File: config.mk
export PLATFORM = sky130hd
export DESIGN_NAME = mul_result
export DESIGN_NICKNAME = d
export VERILOG_FILES = /design/src/hw/mul_pkg.sv /design/src/hw/mul_result.sv
export SDC_FILE = /design/constraint.sdc
export NUM_CORES = 1
export LEC_CHECK = 0
export BUFFER_PORTS_ARGS = -buffer_cell sky130_fd_sc_hd__buf_2
export CORE_UTILIZATION = 39
export CTS_BUF_LIST = sky130_fd_sc_hd__clkbuf_2
export DETAILED_ROUTE_END_ITERATION = 6
export GPL_ROUTABILITY_DRIVEN = 0
export GPL_TIMING_DRIVEN = 0
export PLACE_DENSITY = 0.79
export SLEW_MARGIN = 20
export SYNTH_ARGS = -nofsm -noshare
export SYNTH_HDL_FRONTEND = slang
export SYNTH_SLANG_ARGS = --single-unit
File: constraint.sdc
create_clock -name clk -period 1.6 [get_ports clk]
set_input_delay 0.16 -clock clk [delete_from_list [all_inputs] [get_ports clk]]
set_output_delay 0.16 -clock clk [all_outputs]
set_load 0.02 [all_outputs]
File: src/hw/mul_pkg.sv
// widths, latency, opcode enum and result-select enum of the multiply unit
package mul_pkg;

	localparam int XLEN  = 64;
	localparam int OPW   = XLEN + 2;     // operand after sign or zero extension
	localparam int NDIG  = OPW / 2;      // radix-4 booth digits
	localparam int PRODW = 2 * XLEN;     // product is kept modulo 2**PRODW

	// request to result, in cycles
	// decode 1, execute 2, result 1
	localparam int LAT = 4;

	// funct3 order of the M extension, MULW parked on code 4
	typedef enum logic [2:0] {
		OP_MUL    = 3'd0,
		OP_MULH   = 3'd1,
		OP_MULHSU = 3'd2,
		OP_MULHU  = 3'd3,
		OP_MULW   = 3'd4
	} mul_op_e;

	// which part of the product goes out
	typedef enum logic [1:0] {
		SEL_LO   = 2'd0,     // bits 63..0
		SEL_HI   = 2'd1,     // bits 127..64
		SEL_WORD = 2'd2      // bits 31..0, sign extended
	} res_sel_e;

endpackage

File: src/hw/mul_result.sv
// result stage: half select, word sign extension and output register
`timescale 1ns/1ps

module mul_result (
	input  logic                      clk,
	input  logic                      rst,
	input  logic                      flush_i,
	input  logic                      prod_valid_i,
	input  logic [mul_pkg::PRODW-1:0] prod_i,
	input  mul_pkg::res_sel_e         prod_sel_i,
	output logic                      valid_o,
	output logic [mul_pkg::XLEN-1:0]  result_o
);
	import mul_pkg::*;

	logic [XLEN-1:0] res_d;

	always_comb begin
		case (prod_sel_i)
			SEL_HI:   res_d = prod_i[PRODW-1:XLEN];
			SEL_WORD: res_d = {{(XLEN-32){prod_i[31]}}, prod_i[31:0]};   // MULW
			default:  res_d = prod_i[XLEN-1:0];
		endcase
	end

	always_ff @(posedge clk) begin
		if (rst || flush_i)
			valid_o <= 1'b0;
		else
			valid_o <= prod_valid_i;
	end

	always_ff @(posedge clk) begin
		if (prod_valid_i)
			result_o <= res_d;
	end

endmodule

; ---- Word-level counts from Yosys, hierarchy flattened
; Index checks and enable logic that the tools add are counted.
[totals]
reg_bits = 65
out_inout_bits = 65
word_cells = 6
input_bits = 134
[classes]
n_mux = 1
eq_ne = 2
reduce_logical = 1
[op_table]
columns = operator, count
row1 = one-hot mux 64 bit (2 select lines), 1
row2 = "== test 2 x 1 -> 1 bit, second input constant", 1
row3 = "== test 2 bit, second input constant", 1
row4 = logical OR 1 bit, 1

; ---- Logic depth before layout (Yosys ltp)
[depth]
ltp_word = 2
mapped_depth = 7
ltp_nobuf = 4

; ---- Worst setup path after synthesis
; Ideal clock, no wire load.
[synth_path]
path_kind = input-to-reg
startpoint = input prod_sel_i[0]
endpoint = register result_o[31] (netlist bit) (data pin)
cell_stages = 7
slack_ns = 0.075
t_arrival_ns = 1.269
t_required_ns = 1.344
setup_ns = 0.256
n_path_buf = 3
cell_sequence = inv_1 -> ha_1 -> buf_6 -> or2_1 -> buf_6 -> buf_6 -> a22o_1
[synth_via]
elab_chain_len = 2
word_cells_on_any_way = 3
cone_classes = eq/ne (2) / mux (1)
[synth_lines]
columns = element, line_no
row1 = start: declaration, mul_result.sv:10  ; input mul_pkg::res_sel_e prod_sel_i,
row2 = == test 2 bit or == test 2 x 1 -> 1 bit (tied branches), mul_result.sv:19  ; case (prod_sel_i)
row3 = one-hot mux 64 bit (2 select lines) (*), mul_result.sv:19
row4 = net res_d[31], mul_result.sv:16  ; logic [XLEN-1:0] res_d;
row5 = end signal: assignment, mul_result.sv:35  ; result_o <= res_d;
row6 = end: declaration, mul_result.sv:12  ; output logic [mul_pkg::XLEN-1:0] result_o
; Mark *: on every way through the listed nets, which the timed path passes. The rest lies on a longest branch.
; A chain may end at the register's enable or synchronous reset.

; ---- Worst setup path in the final report
[layout_path]
startpoint = input prod_sel_i[0]
endpoint = register result_o[29] (netlist bit) (data pin)
; The elaborated chain is that of the path after synthesis.

==> out/metrics.yaml <==
detailed_routing:
  m1WireLength_um: 4040
  drc: 0
  route.vias.total: 3282
  dr_wl_met3_um: 1060
  highest_layer: "met4"
  ant_nets: 0
  vias_per_cell: 5.16
  avgRoutedWirePerCell_um: 18.0
  drt_iter0_markers: 199
  wl_um: 11500
  met2_length_um: 5660
  firstDrtPassIters: 4
finish:
  synthToLayoutAreaGrowth_pct: 74.9
  drive_above_1_share: 0.423
  final.fill_count: 527
  finalNonFillerCells: 636
  num_antenna_cells: 0
  fin_util: 0.706
  stdcell_area_um2: 5150
  nets: 668
logic_synthesis:
  synth_seq_cells: 65
  async_flop_share: 0
  yosys-top-cells-count: "edfxtp_1, a22o_1, a22oi_1, nand2_1, o21ai_0"
  syn_area_um2: 2950
  muxShareOfSynthArea: 0
  synth_edf_count: 64
  synth_compound_area_frac: 0.231
  yosysUniqueCellTypes: 15
  synth-warning-count: 0
  synth_top_family_by_area: "compound AO/OA/AOI/OAI gates"
  synth_flop_cell: "edfxtp_1"
  yosys.area_share.simple: 0.0476
  yosysMostFrequentCell: "edfxtp_1"
  synth-xor-area-share: 0
  syn_nets: 363
  synth_fa_ha_area_frac: 0.00850
  syn_inst: 227
  seq_area_frac_synth: 0.659
  syn_area_per_cell_um2: 13.0
  synth_top_cells_by_area: "edfxtp_1, a22o_1, a22oi_1, o21ai_0, nand2_1"
  netlist.area_leader.share: 0.653
  synth.largest_area_cell: "edfxtp_1"
worst_setup_path:
  cpMaxStageDelayCell: "dlygate4sd3_1"
  critPathArrivalTime_ns: 1.84
  crit_top_cell: "buf_6"
  path_cells: "buf_2 > inv_1 > ha_4 > buf_6 > or2_1 > buf_6 > a22o_1 > dlygate4sd3_1"
  cp-end-kind: "flip-flop"
  worstPathMaxFanout: 10
  path_class: "in -> reg"
  startpoint_type: "input port"
  cp.required_ns: 1.86
  cp_slowest_stage_delay_ns: 0.57
clock_tree:
  clk_pin_slew_ns: 0.20
  root_buffer: "clkbuf_2"
  ctsLongestPathBuffers: 2
  cts_sinks: 65
  cts_tree: "done"
  cts_made_buffers: 9
  h-tree-depth: 3
sta:
  finalSetupViolCount: 0
  worstMarginPinSlew_ns: 0.808
  hold_viol_final: 0
  fin_crit_sh: 0.987
  slew_violations: 0
  max_slew_margin: 0.461
  fin_crit_ns: 1.58
  max_freq_mhz: 633
global_routing:
  first_global_vias: 3336
  gr-total-overflow: 0
  grt_max_degree: 66
  track_usage: 0.290
  grt_first_pass_wirelength_um: 16300
  grt_antenna_before_repair: 0
die:
  start_util: 0.404
  io_pins: 199
  fp.dieArea_um2: 7900
  row_count: 31
  core_area_um2: 7290
  fp.dieH_um: 88.9
  die-width_um: 88.9
power_and_ir_drop:
  p_leak_uw: 0.00232
  finalPower_uw: 4330
  ir_drop_mv: 0.398
  power.density_nw_per_um2: 840
placed_design:
  place_area_um2: 4060
  dpl.hpwl_um: 6130
  port_buffers: 197
  numPlacedInstances: 523
worst_hold_path:
  worstHoldPathType: "in -> reg"
outcome:
  status: "finished clean"
flow_run:
  maxCapViolations: 0
## cell type report
class / instances / area [um2] / area share
timing repair buffer: 294 / 1960 / 0.380
buffer: 27 / 150 / 0.0292
inverter: 2 / 7.51 / 0.00146
tap: 99 / 124 / 0.0241
multi-input combinational: 133 / 858 / 0.167
sequential: 65 / 1940 / 0.377
clock buffer: 10 / 50.0 / 0.00972
clock inverter: 6 / 58.8 / 0.0114
## sequential cells by signal, indices dropped and copies added, names as in the netlist
name      flops
valid_o       1
result_o     64
## timing repair
action | CTS | global route
hold buffers | 97 | 0
resized for setup | 0 | 1
setup endpoints to repair | 0 | 1
buffers inserted | 0 | 0
hold endpoints to repair | 65 | 0
## path summary, 6_finish.rpt
path	start	to	slack, ns	cells after the start
max	prod_sel_i[0]	result_o[29]	0.02	8
min	prod_i[104]	result_o[40]	0.03	3
## critical path, delay by kind of cell
family,cells,cell delay (ns)
adders and majority gates,1,0.22
AOI/OAI and AO/OA,1,0.19
and+or+nand+nor,1,0.23
buffers and inverters,5,1.04
## kinds of logic after synthesis
| family | after synthesis |
|---|---|
| flip-flops | 65 |
| adder cells (fa/ha/maj) | 2 |
| AND/OR/NAND/NOR | 35 |
| buffers and inverters | 29 |
| AO/OA/AOI/OAI | 96 |
## stage by stage
stage | setup TNS [ns] | setup slack, ns | hold slack (ns)
after floorplan | 0 | 0.0748 | 0.235
after global placement | -3.69 | -0.112 | 0.321
after detailed placement | -3.16 | -0.128 | 0.322
after CTS | 0 | 0.0147 | 0.0157
after global routing | -0.0252 | -0.0252 | 0.00795
final | 0 | 0.0201 | 0.0314
## power breakdown
part / internal (uW) / total [uW] / switching (uW)
clock network: 356 / 981 / 626
logic: 544 / 1200 / 655
registers: 2090 / 2150 / 54.7
total: 2990 / 4330 / 1330
## layout by cell type, fill, tap and decap left out, types with 2 or more instances in the layout
cell type,netlist,layout
edfxtp_1,64,64
clkbuf_2,2,12
a22o_1,32,32
clkinv_2,0,2
inv_1,2,2
clkinvlp_4,0,2
clkbuf_1,13,13
buf_2,7,203
dlygate4sd3_1,0,97
o21ai_0,32,32
nand2_1,32,32
buf_6,5,5
a22oi_1,32,32
## routing by layer
layer / vias to the layer above / track usage
li1: 1493 / -
met1: 1520 / 0.302
met2: 211 / 0.490
met3: 58 / 0.0942
met4: 0 / 0.216
met5: - / 0
(Power assumes the default switching activity.)
